## src/logic/traceMonPkg.sv

```systemverilog
// *************************************
// trace monitor shared definitions
// widths, opcode fields, record structs and the APB register map
// *************************************

package traceMonPkg;

   // *************************************
   // sizes and vector types
   // *************************************
   localparam int TRACE_DEPTH = 16;
   localparam int TRACE_PTR_W = $clog2(TRACE_DEPTH);

   typedef logic [31:0] addrT;
   typedef logic [31:0] wordT;
   // both counter kinds wrap silently
   typedef logic [15:0] seqT;
   typedef logic [31:0] countT;
   // one extra bit so a full buffer reads 16
   typedef logic [TRACE_PTR_W:0] levelT;
   typedef logic [TRACE_PTR_W-1:0] ptrT;
   typedef logic [7:0] apbAddrT;

   // instruction field positions
   localparam int OPC_HI = 31;
   localparam int OPC_LO = 26;
   localparam int RT_HI = 20;
   localparam int RT_LO = 16;
   localparam int IMMED_HI = 15;
   localparam int IMMED_LO = 0;
   localparam int TARGET_HI = 25;
   localparam int TARGET_LO = 0;
   localparam int FUNCT_HI = 5;
   localparam int FUNCT_LO = 0;

   // *************************************
   // primary opcodes
   // *************************************
   localparam logic [5:0] OPC_SPECIAL = 6'h00;
   localparam logic [5:0] OPC_REGIMM = 6'h01;
   localparam logic [5:0] OPC_J = 6'h02;
   localparam logic [5:0] OPC_JAL = 6'h03;
   localparam logic [5:0] OPC_BEQ = 6'h04;
   localparam logic [5:0] OPC_BNE = 6'h05;
   localparam logic [5:0] OPC_BLEZ = 6'h06;
   localparam logic [5:0] OPC_BGTZ = 6'h07;
   // immediate ALU ops run ADDI up to LUI
   localparam logic [5:0] OPC_ADDI = 6'h08;
   localparam logic [5:0] OPC_LUI = 6'h0F;
   localparam logic [5:0] OPC_COP0 = 6'h10;
   localparam logic [5:0] OPC_COP3 = 6'h13;
   // loads are a dense block LB..LWR
   localparam logic [5:0] OPC_LB = 6'h20;
   localparam logic [5:0] OPC_LWR = 6'h26;
   // stores SB..SW, then SWR on its own
   localparam logic [5:0] OPC_SB = 6'h28;
   localparam logic [5:0] OPC_SW = 6'h2B;
   localparam logic [5:0] OPC_SWR = 6'h2E;

   // SPECIAL function field
   localparam logic [5:0] FUNCT_SLL = 6'h00;
   localparam logic [5:0] FUNCT_SRL = 6'h02;
   localparam logic [5:0] FUNCT_SRA = 6'h03;
   localparam logic [5:0] FUNCT_SLLV = 6'h04;
   localparam logic [5:0] FUNCT_SRLV = 6'h06;
   localparam logic [5:0] FUNCT_SRAV = 6'h07;
   localparam logic [5:0] FUNCT_JR = 6'h08;
   localparam logic [5:0] FUNCT_JALR = 6'h09;
   localparam logic [5:0] FUNCT_SYSCALL = 6'h0C;
   localparam logic [5:0] FUNCT_BREAK = 6'h0D;
   localparam logic [5:0] FUNCT_MFHI = 6'h10;
   localparam logic [5:0] FUNCT_MTLO = 6'h13;
   localparam logic [5:0] FUNCT_MULT = 6'h18;
   localparam logic [5:0] FUNCT_DIVU = 6'h1B;
   localparam logic [5:0] FUNCT_ADD = 6'h20;
   localparam logic [5:0] FUNCT_NOR = 6'h27;
   localparam logic [5:0] FUNCT_SLT = 6'h2A;
   localparam logic [5:0] FUNCT_SLTU = 6'h2B;

   // REGIMM branches, selected by rt
   localparam logic [4:0] REGIMM_BLTZ = 5'h00;
   localparam logic [4:0] REGIMM_BGEZ = 5'h01;
   localparam logic [4:0] REGIMM_BLTZAL = 5'h10;
   localparam logic [4:0] REGIMM_BGEZAL = 5'h11;

   // *************************************
   // APB register map
   // *************************************
   localparam apbAddrT REG_STATUS = 8'h00;
   localparam apbAddrT REG_PC = 8'h04;
   localparam apbAddrT REG_TARGET = 8'h08;
   localparam apbAddrT REG_INFO = 8'h0C;
   localparam apbAddrT REG_POP = 8'h10;
   localparam apbAddrT REG_INSTR_COUNT = 8'h14;
   localparam apbAddrT REG_DATA_RD_COUNT = 8'h18;
   localparam apbAddrT REG_DATA_WR_COUNT = 8'h1C;

   typedef enum logic [3:0] {
      classAlu,
      classShift,
      classMulDiv,
      classBranch,
      classJump,
      classJumpReg,
      classLoad,
      classStore,
      classSystem,
      classOther
   } instrClassE;

   // *************************************
   // bus and record structs
   // *************************************
   typedef struct packed {
      logic cyc;
      logic stb;
      addrT adr;
      logic ack;
      wordT datRd;
   } instBusT;

   typedef struct packed {
      logic cyc;
      logic stb;
      logic we;
      logic ack;
   } dataBusT;

   typedef struct packed {
      logic valid;
      addrT pc;
      wordT instr;
   } fetchRecT;

   // valid marks a new record from decode, and a non-empty head
   typedef struct packed {
      logic valid;
      seqT seq;
      addrT pc;
      addrT target;
      instrClassE instrClass;
      logic delaySlot;
   } traceEntryT;

   typedef struct packed {
      logic psel;
      logic penable;
      logic pwrite;
      apbAddrT paddr;
      wordT pwdata;
   } apbReqT;

endpackage
```

## src/logic/cpuTraceMonitor.sv

```systemverilog
// *************************************
// CPU trace monitor top level
// fetch capture -> decode -> trace buffer, APB registers alongside
// *************************************
`timescale 1ns/1ps

module cpuTraceMonitor
(
   input  logic                 CLK,
   input  logic                 RST_SYNC,
   input  traceMonPkg::instBusT instBus,
   input  traceMonPkg::dataBusT dataBus,
   input  traceMonPkg::apbReqT  apbReq,
   output traceMonPkg::wordT    prdata
);
   import traceMonPkg::*;

   fetchRecT   fetchRec;
   traceEntryT traceEntry;
   traceEntryT head;
   levelT      level;
   logic       overflow;
   logic       pop;
   logic       clearOverflow;

   // fetch pairing, record one cycle after ack
   fetchCapture fetchCapture_inst
   (
      .CLK      (CLK),
      .RST_SYNC (RST_SYNC),
      .instBus  (instBus),
      .fetchRec (fetchRec)
   );

   // classify and number
   instrDecode instrDecode_inst
   (
      .CLK        (CLK),
      .RST_SYNC   (RST_SYNC),
      .fetchRec   (fetchRec),
      .traceEntry (traceEntry)
   );

   traceFifo traceFifo_inst
   (
      .CLK           (CLK),
      .RST_SYNC      (RST_SYNC),
      .traceEntry    (traceEntry),
      .pop           (pop),
      .clearOverflow (clearOverflow),
      .head          (head),
      .level         (level),
      .overflow      (overflow)
   );

   // software view, counters see the raw fetch records
   apbRegs apbRegs_inst
   (
      .CLK           (CLK),
      .RST_SYNC      (RST_SYNC),
      .apbReq        (apbReq),
      .prdata        (prdata),
      .dataBus       (dataBus),
      .fetchRec      (fetchRec),
      .head          (head),
      .level         (level),
      .overflow      (overflow),
      .pop           (pop),
      .clearOverflow (clearOverflow)
   );

endmodule

```

## src/logic/apbRegs.sv

```systemverilog
// *************************************
// APB register block
// register decode, activity counters and trace buffer pop
// *************************************
`timescale 1ns/1ps

module apbRegs
(
   input  logic                    CLK,
   input  logic                    RST_SYNC,
   input  traceMonPkg::apbReqT     apbReq,
   output traceMonPkg::wordT       prdata,
   input  traceMonPkg::dataBusT    dataBus,
   input  traceMonPkg::fetchRecT   fetchRec,
   input  traceMonPkg::traceEntryT head,
   input  traceMonPkg::levelT      level,
   input  logic                    overflow,
   output logic                    pop,
   output logic                    clearOverflow
);
   import traceMonPkg::*;

   logic  access;
   logic  wrAccess;
   logic  rdAccess;
   logic  empty;
   logic  dataAck;
   logic  clrInstr;
   logic  clrDataRd;
   logic  clrDataWr;
   countT instrCount;
   countT dataRdCount;
   countT dataWrCount;
   wordT  rdMux;

   // *************************************
   // access decode
   // *************************************
   // zero wait states, the access phase always completes
   assign access   = apbReq.psel && apbReq.penable;
   assign wrAccess = access && apbReq.pwrite;
   assign rdAccess = access && !apbReq.pwrite;

   // write strobes
   assign pop           = wrAccess && (apbReq.paddr == REG_POP);
   assign clearOverflow = wrAccess && (apbReq.paddr == REG_STATUS);
   assign clrInstr      = wrAccess && (apbReq.paddr == REG_INSTR_COUNT);
   assign clrDataRd     = wrAccess && (apbReq.paddr == REG_DATA_RD_COUNT);
   assign clrDataWr     = wrAccess && (apbReq.paddr == REG_DATA_WR_COUNT);

   assign empty = (level == '0);

   // completed data bus transfer
   assign dataAck = dataBus.cyc && dataBus.stb && dataBus.ack;

   // *************************************
   // activity counters
   // *************************************
   // a write clears, and beats a same-cycle event
   always_ff @(posedge CLK)
   begin
      if (!RST_SYNC)
      begin
         instrCount  <= '0;
         dataRdCount <= '0;
         dataWrCount <= '0;
      end
      else
      begin
         if (clrInstr)
         begin
            instrCount <= '0;
         end
         else if (fetchRec.valid)
         begin
            instrCount <= instrCount + countT'(1);
         end
         if (clrDataRd)
         begin
            dataRdCount <= '0;
         end
         else if (dataAck && !dataBus.we)
         begin
            dataRdCount <= dataRdCount + countT'(1);
         end
         if (clrDataWr)
         begin
            dataWrCount <= '0;
         end
         else if (dataAck && dataBus.we)
         begin
            dataWrCount <= dataWrCount + countT'(1);
         end
      end
   end

   // read mux, head fields are already zero while empty
   always_comb
   begin
      case (apbReq.paddr)
         REG_STATUS:
            rdMux = {22'd0, overflow, empty, 3'd0, level};
         REG_PC:
            rdMux = head.pc;
         REG_TARGET:
            rdMux = head.target;
         REG_INFO:
            rdMux = {7'd0, head.delaySlot, 4'd0, head.instrClass, head.seq};
         REG_INSTR_COUNT:
            rdMux = instrCount;
         REG_DATA_RD_COUNT:
            rdMux = dataRdCount;
         REG_DATA_WR_COUNT:
            rdMux = dataWrCount;
         // POP and unmapped offsets read zero
         default:
            rdMux = '0;
      endcase
   end

   assign prdata = rdAccess ? rdMux : '0;

endmodule

```

## src/logic/traceFifo.sv

```systemverilog
// *************************************
// trace record buffer
// circular FIFO, drops on full and flags a sticky overflow
// *************************************
`timescale 1ns/1ps

module traceFifo
(
   input  logic                    CLK,
   input  logic                    RST_SYNC,
   input  traceMonPkg::traceEntryT traceEntry,
   input  logic                    pop,
   input  logic                    clearOverflow,
   output traceMonPkg::traceEntryT head,
   output traceMonPkg::levelT      level,
   output logic                    overflow
);
   import traceMonPkg::*;

   traceEntryT mem [TRACE_DEPTH];
   ptrT        wrPtr;
   ptrT        rdPtr;
   logic       full;
   logic       empty;
   logic       push;
   logic       drop;
   logic       doPop;

   assign full  = (level == levelT'(TRACE_DEPTH));
   assign empty = (level == '0);
   // the core cannot be stalled, so a full buffer loses the record
   assign push  = traceEntry.valid && !full;
   assign drop  = traceEntry.valid && full;
   // pop on empty is ignored
   assign doPop = pop && !empty;

   // entry storage
   always_ff @(posedge CLK)
   begin
      if (push)
      begin
         mem[wrPtr] <= traceEntry;
      end
   end

   // *************************************
   // pointers and fill level
   // *************************************
   always_ff @(posedge CLK)
   begin
      if (!RST_SYNC)
      begin
         wrPtr <= '0;
         rdPtr <= '0;
         level <= '0;
      end
      else
      begin
         // pointers wrap at the power-of-two depth
         if (push)
         begin
            wrPtr <= wrPtr + ptrT'(1);
         end
         if (doPop)
         begin
            rdPtr <= rdPtr + ptrT'(1);
         end
         if (push && !doPop)
         begin
            level <= level + levelT'(1);
         end
         else if (doPop && !push)
         begin
            level <= level - levelT'(1);
         end
      end
   end

   // sticky overflow, a new drop wins over a clear
   always_ff @(posedge CLK)
   begin
      if (!RST_SYNC)
      begin
         overflow <= 1'b0;
      end
      else if (drop)
      begin
         overflow <= 1'b1;
      end
      else if (clearOverflow)
      begin
         overflow <= 1'b0;
      end
   end

   // oldest entry, all zero while empty
   assign head = empty ? '0 : mem[rdPtr];

endmodule

```

## src/logic/instrDecode.sv

```systemverilog
// *************************************
// instruction decode stage
// classifies each fetch, computes branch/jump targets, numbers records
// *************************************
`timescale 1ns/1ps

module instrDecode
(
   input  logic                    CLK,
   input  logic                    RST_SYNC,
   input  traceMonPkg::fetchRecT   fetchRec,
   output traceMonPkg::traceEntryT traceEntry
);
   import traceMonPkg::*;

   logic [5:0]  opcode;
   logic [5:0]  funct;
   logic [4:0]  rt;
   logic [15:0] immed;
   logic [25:0] jumpField;
   addrT        pcPlus4;
   addrT        branchOffset;
   addrT        target;
   instrClassE  instrClass;
   logic        isCtrl;
   seqT         seq;
   logic        prevCtrl;

   // field extraction
   assign opcode    = fetchRec.instr[OPC_HI:OPC_LO];
   assign funct     = fetchRec.instr[FUNCT_HI:FUNCT_LO];
   assign rt        = fetchRec.instr[RT_HI:RT_LO];
   assign immed     = fetchRec.instr[IMMED_HI:IMMED_LO];
   assign jumpField = fetchRec.instr[TARGET_HI:TARGET_LO];

   // *************************************
   // classification
   // *************************************
   always_comb
   begin
      instrClass = classOther;
      case (opcode) inside
         OPC_SPECIAL:
         begin
            case (funct) inside
               FUNCT_SLL, FUNCT_SRL, FUNCT_SRA,
               FUNCT_SLLV, FUNCT_SRLV, FUNCT_SRAV:
                  instrClass = classShift;
               FUNCT_JR, FUNCT_JALR:
                  instrClass = classJumpReg;
               FUNCT_SYSCALL, FUNCT_BREAK:
                  instrClass = classSystem;
               // HI/LO moves, then mult/div
               [FUNCT_MFHI:FUNCT_MTLO], [FUNCT_MULT:FUNCT_DIVU]:
                  instrClass = classMulDiv;
               [FUNCT_ADD:FUNCT_NOR], [FUNCT_SLT:FUNCT_SLTU]:
                  instrClass = classAlu;
               default:
                  instrClass = classOther;
            endcase
         end
         OPC_REGIMM:
         begin
            // only the four defined rt codes are branches
            case (rt)
               REGIMM_BLTZ, REGIMM_BGEZ, REGIMM_BLTZAL, REGIMM_BGEZAL:
                  instrClass = classBranch;
               default:
                  instrClass = classOther;
            endcase
         end
         OPC_J, OPC_JAL:
            instrClass = classJump;
         OPC_BEQ, OPC_BNE, OPC_BLEZ, OPC_BGTZ:
            instrClass = classBranch;
         // immediate ALU block includes LUI
         [OPC_ADDI:OPC_LUI]:
            instrClass = classAlu;
         [OPC_COP0:OPC_COP3]:
            instrClass = classSystem;
         [OPC_LB:OPC_LWR]:
            instrClass = classLoad;
         [OPC_SB:OPC_SW], OPC_SWR:
            instrClass = classStore;
         default:
            instrClass = classOther;
      endcase
   end

   // *************************************
   // target computation
   // *************************************
   assign pcPlus4      = fetchRec.pc + 32'd4;
   // word offset, sign extended
   assign branchOffset = {{14{immed[15]}}, immed, 2'b00};

   always_comb
   begin
      case (instrClass)
         classBranch:
            target = pcPlus4 + branchOffset;
         // stays in the 256MB region of the delay slot
         classJump:
            target = {pcPlus4[31:28], jumpField, 2'b00};
         default:
            target = '0;
      endcase
   end

   // next record sits in a delay slot
   assign isCtrl = (instrClass == classBranch) || (instrClass == classJump) ||
                   (instrClass == classJumpReg);

   // sequence and delay-slot tracking, one step per record
   always_ff @(posedge CLK)
   begin
      if (!RST_SYNC)
      begin
         traceEntry.valid <= 1'b0;
         seq              <= '0;
         prevCtrl         <= 1'b0;
      end
      else
      begin
         traceEntry.valid <= fetchRec.valid;
         if (fetchRec.valid)
         begin
            seq      <= seq + seqT'(1);
            prevCtrl <= isCtrl;
         end
      end
   end

   // entry payload
   always_ff @(posedge CLK)
   begin
      if (fetchRec.valid)
      begin
         traceEntry.seq        <= seq;
         traceEntry.pc         <= fetchRec.pc;
         traceEntry.target     <= target;
         traceEntry.instrClass <= instrClass;
         traceEntry.delaySlot  <= prevCtrl;
      end
   end

endmodule

```

## src/logic/fetchCapture.sv

```systemverilog
// *************************************
// instruction fetch capture
// pairs each address beat with the read data acked a cycle later
// *************************************
`timescale 1ns/1ps

module fetchCapture
(
   input  logic                  CLK,
   input  logic                  RST_SYNC,
   input  traceMonPkg::instBusT  instBus,
   output traceMonPkg::fetchRecT fetchRec
);
   import traceMonPkg::*;

   addrT pendAddr;
   logic addrBeat;
   logic dataBeat;

   // every strobed cycle carries an address
   assign addrBeat = instBus.cyc && instBus.stb;
   // ack returns data for the previous address
   assign dataBeat = addrBeat && instBus.ack;

   // pending address, overwritten on each address beat
   // read before the update, so a data beat that also issues
   // the next address still pairs with the older one
   always_ff @(posedge CLK)
   begin
      if (addrBeat)
      begin
         pendAddr <= instBus.adr;
      end
   end

   // one-cycle valid pulse after the ack
   always_ff @(posedge CLK)
   begin
      if (!RST_SYNC)
      begin
         fetchRec.valid <= 1'b0;
      end
      else
      begin
         fetchRec.valid <= dataBeat;
      end
   end

   // record payload
   always_ff @(posedge CLK)
   begin
      if (dataBeat)
      begin
         fetchRec.pc    <= pendAddr;
         fetchRec.instr <= instBus.datRd;
      end
   end

endmodule

```

## config.mk

```make
export PLATFORM = sky130hd
export DESIGN_NAME = cpuTraceMonitor
export DESIGN_NICKNAME = d
export VERILOG_FILES = /design/src/logic/traceMonPkg.sv /design/src/logic/cpuTraceMonitor.sv /design/src/logic/apbRegs.sv /design/src/logic/traceFifo.sv /design/src/logic/instrDecode.sv /design/src/logic/fetchCapture.sv
export SDC_FILE = /design/constraint.sdc
export NUM_CORES = 2
export LEC_CHECK = 0
export BUFFER_PORTS_ARGS = -buffer_cell sky130_fd_sc_hd__buf_2
export CAP_MARGIN = 10
export CORE_UTILIZATION = 35
export DETAILED_ROUTE_END_ITERATION = 8
export GPL_TIMING_DRIVEN = 1
export PLACE_DENSITY_LB_ADDON = 0.08
export SLEW_MARGIN = 0
export SYNTH_ARGS = -nofsm -noshare
export SYNTH_HDL_FRONTEND = slang
export SYNTH_SLANG_ARGS = --single-unit
```

## constraint.sdc

```tcl
create_clock -name CLK -period 9.8 [get_ports CLK]
set_input_delay 0.49 -clock CLK [delete_from_list [all_inputs] [get_ports CLK]]
set_output_delay 0.49 -clock CLK [all_outputs]
set_load 0.03 [all_outputs]
```

==> run summary <==
In this run the most critical hold path is launched from dataBus[1]. The y dimension of the die is between 400 and 500 um. The first-pass iteration count of the detailed router is 8. Setup repair after global routing left no endpoint under its margin. Clock skew on the completed layout was measured at around 0.034 ns. The data arrival time of the worst path is approximately 5.1 ns.

The register area share after synthesis came out at 74.12%. The buffer levels on the longest clock path came out at 3. For this run, design rule violations remaining after detail routing come to 0. The total standard cell area after synthesis came out at 66020 um2.

The detail-routed via count per cell came out at 5.360. The pin count of the biggest net entering global routing is 99. The area occupied by registers is between 40000 and 50000 um2. The quantity of gates resized following cts came out at 0. The headroom to the max-slew limit is 17.99%. The tree built by TritonCTS fans out to roughly 1.7k sinks.

The worst-path cell with the longest stage delay is dfxtp_4. The remaining number of nets flagged by the antenna check after routing is 1. The row count came out at ~160. The net count after synthesis came out at roughly 3.5k. The count of input and output buffers is ~120. The number of nets in the finished design is 3783. At the pin with the least slew margin, the transition time is ~1.2 ns. The total area of multi-input combinational cells is approximately 16000 um2. The TritonCTS clock tree is done.

The number of clock buffers inserted by TritonCTS came out at between 150 and 200. In the post-route analysis, the smallest setup slack over all paths is approximately 4.2 ns. The logic depth of the worst register-to-register path came out at 15. The share of flip-flops with an asynchronous set or reset is 0%. The worst flop-to-flop path startpoint is fetchCapture_inst.fetchRec[35]$_DFFE_PP_.

The top achievable clock speed is 178.4 MHz. Data on the critical path is required at its endpoint by about 9.3 ns. Once the floorplan was initialized, standard cells occupied around a third of the core. The worst setup timing slack at the placement stage is 4.957 ns.

The post-detailed-route wirelength per cell came out at just under 30 um. The clock latency of the later-clocked register in the worst-skew pair came out at 0.82 ns. The leakage power is between 0.02 and 0.025 uW. The post-synthesis sequential element count came out at ~1.7k. The type of element capturing the critical path is an output pin.

The mux share of post-synthesis cell area came out at between 10 and 15%. After clock tree synthesis, the clock-pin slew on the worst setup and hold paths is ~0.06 ns. The run finished, with violations left. The final reports fail on antenna violations. The largest fanout on the critical path is 70. After Yosys synthesis, and, or, nand and nor cells account for under 10% of the synthesized area. The kind of start point of the critical path is a register. The count of H-tree levels built during CTS came out at 4. The estimated wirelength of the detail-placed design came out at between 90 and 100 mm.

The period utilization came out at a little under three fifths. The tree is rooted in a clkbuf_16. The compound-cell area share of the yosys netlist is around 2.8%. The worst register-to-register path ends at instrDecode_inst.traceEntry[22]$_DFFE_PP_.

The weighted congestion reported at the end of routability-driven placement is 0.7973. The delay of the slowest cell on the worst path came out at ~0.94 ns. The kind of cell adding the most delay to the critical path is buffers and inverters.

The arithmetic-cell share of the synthesized area counting full adders, half adders and majority gates is less than 1%. The number of setup violations in the final report came out at 0. After synthesis, the largest family of logic cells by area is multiplexers. The cell area power density came out at around 190 nW/um2. The total routing resource utilization after global routing is about a fifth. The share of the synthesized netlist area taken by xor and xnor gates came out at between 2 and 2.5%. The most used flip-flop cell after synthesis is edfxtp_1. The number of maximum-capacitance violations is 0. The first global-routing pass estimated approximately 260 mm of wire. The count of endpoints failing hold in the final timing report came out at 0. The number of vias in the routed layout is around 34k. The worst register-to-register path has a setup slack of between 4 and 5 ns. The number of synthesized flops with an enable pin came out at between 1.5k and 2k. The via count of the first global-routing pass came out at roughly 35k. The final count of pins violating max slew is 0. The width of the die came out at 436.3 um. The gate count after technology mapping came out at about 3.4k. The buffers plus inverters on the worst setup path came out at 3.

The synthesized netlist contains between 70 and 80 unique library cells. The mean cell area of the mapped netlist is about 20 um2. The post-synthesis to final-layout area growth came out at 15.54%.

In this run the count of I/O pins placed on the die edge is roughly 150. The class of the most critical hold timing path is in2reg. The sum of negative setup slack is 0 ns. The core region is around 190000 um2. The post-route minimum period came out at ~5.6 ns. For hold timing, the worst endpoint is apbRegs_inst.dataRdCount[0]$_SDFFE_PP0P_.

The total global routing overflow is 0. The category of the most critical setup path is reg2out. The initial DRC count came out at roughly 3k. The proportion of layout cells with a drive suffix above 1 is between 20% and 30%. For this block, the routed nets add up to between 150 and 200 mm of wire. The number of synthesis warnings is 0. VDD sags by at most ~190 uV.

Counting the fill cells in the layout gives about 17k. Walking the worst path, the cells encountered are buf_12 -> buf_4 -> mux4_2 -> mux4_2 -> nand3_1 -> nand2_1 -> nand2_1 -> a21oi_1 -> buf_2. The worst hold path depth came out at 4. The die area is around 190000 um2. The initial antenna violation count was 5.
==> sequential cells by signal, indices dropped and copies added (netlist names), named ones only <==
register and count:
apbRegs_inst.dataRdCount 32, apbRegs_inst.dataWrCount 32, instrDecode_inst.prevCtrl 1, traceFifo_inst.rdPtr 4
instrDecode_inst.seq 16, apbRegs_inst.instrCount 32, instrDecode_inst.traceEntry 86, traceFifo_inst.wrPtr 4
traceFifo_inst.mem 1360, fetchCapture_inst.pendAddr 32, traceFifo_inst.level 5, fetchCapture_inst.fetchRec 65
traceFifo_inst.overflow 1
==> layout make-up <==
class,count,share of cell area (%)
inverters,28,0.1378
clock buffers,227,6.203
well taps,2495,4.092
diodes,9,0.02952
clock inverters,100,1.342
flip-flops and latches,1674,64.18
multi-input cells,1504,21.60
repair buffers,228,2.414
==> where the power goes <==
group / total [uW] / switching [uW] / leakage [uW] / internal [uW]
Sequential: 7800 / 46.8 / 0.0150 / 7750
Combinational: 185 / 111 / 0.00571 / 74.1
Clock: 6610 / 2830 / 0.00281 / 3780
Total: 14600 / 2990 / 0.0235 / 11600
==> metal layers <==
metal  part of all wire (%)  vias up  GRT usage (%)  wire, um
li1                       -    14270              -         -
met1                     43    18170          25.69     78460
met2                     49      904          31.01     88480
met3                    4.7      238          3.202      8580
met4                    2.9        0          6.129      5239
met5                      0        -              0         0
==> cell usage in the layout, fill, tap and decap left out, drive strengths merged, types with 6 or more instances in the layout <==
cell type    Yosys  routed
and4            12      12
inv             28      36
clkbuf         101     228
clkinv           0      77
o21ai           60      60
a31oi           11      11
xnor2           65      65
a21boi           7       7
a21oi           75      75
diode            0       9
and2            31      31
a22oi           36      36
nor4             7       7
buf             58     163
nor2b           13      13
edfxtp        1541    1541
nor2           143     143
ha              48      48
xor2            86      86
and3            34      34
nand2b           6       6
or3             21      21
nand2          188     188
a222oi          26      26
nor3            13      13
mux4           425     425
mux2i            6       6
bufinv           0      13
nand3           80      80
a21o            17      17
o22ai            6       6
nand4           34      34
dlygate4sd3      0      64
dfxtp          133     133
==> how the worst max path moves through the flow <==
stage / cells after the start / slack, ns / start / end
after floorplan: 4 / 2.20 / traceFifo_inst.level[0]$_SDFFE_PN0P_ / traceFifo_inst.mem[3][0]$_DFFE_PP_
after global placement: 9 / 4.95 / register / prdata[23]
after detailed placement: 15 / 4.96 / fetchCapture_inst.fetchRec[35]$_DFFE_PP_ / instrDecode_inst.traceEntry[22]$_DFFE_PP_
after CTS: 9 / 4.06 / register / prdata[23]
after global routing: 9 / 3.90 / register / prdata[23]
final: 9 / 4.20 / register / prdata[23]
==> synthesized netlist by cell type, drive strengths merged, types with 28 or more instances <==
cell,number,area [um2]
a21oi,75,375.4
a22oi,36,270.3
and2,31,193.9
and3,34,212.7
buf,58,274.0
clkbuf,101,379.1
dfxtp,133,2663
edfxtp,1541,46270
ha,48,600.6
inv,28,105.1
mux4,425,9572
nand2,188,705.7
nand3,80,400.4
nand4,34,219.0
nor2,143,546.8
o21ai,60,300.3
xnor2,65,569.3
xor2,86,753.2
==> cells by family (layout without fill, tap and decap cells) <==
logic type | Yosys count | after routing
flip-flops | 1674 | 1674
AND/OR/NAND/NOR | 590 | 590
multiplexers | 433 | 433
AO/OA/AOI/OAI | 280 | 280
buffers and inverters | 187 | 583
XOR/XNOR | 151 | 151
adder cells (fa/ha/maj) | 50 | 50
other | 0 | 9
==> repair_timing <==
action | 4_1_cts | 5_1_grt
endpoints found under the hold margin | 64 | 0
setup buffers | 0 | 0
endpoints found under the setup margin | 0 | 0
hold buffers | 64 | 0
==> worst register-to-register path, stage by stage (launching register included) <==
cell,delay (ns)
edfxtp_1,0.50
ha_1,0.27
nand2_1,0.11
nor2_1,0.18
and4_1,0.36
xor2_1,0.24
ha_1,0.31
nand4_1,0.19
o22ai_1,0.11
a211oi_1,0.57
a21boi_0,0.29
o21ai_0,0.28
a21oi_1,0.13
nor2_1,0.16
xor2_1,0.08
o21ai_0,0.78
==> metrics by stage <==
stage / hold slack, ns / utilization, % / instances / instance area [um2] / total power (uW)
after CTS: 0.0009708 / 40.61 / 6253 / 76190 / 14770
after global routing: 0.04226 / 40.65 / 6256 / 76260 / 15040
after floorplan: 0.4003 / - / 3365 / 66020 / 8025
final: 0.05468 / 40.66 / 6265 / 76280 / 14600
after detailed placement: 0.4045 / 37.20 / 5862 / 69790 / 8117
after global placement: 0.4065 / 37.20 / 5862 / 69790 / 8111
Power figures use the tool's default switching activity.
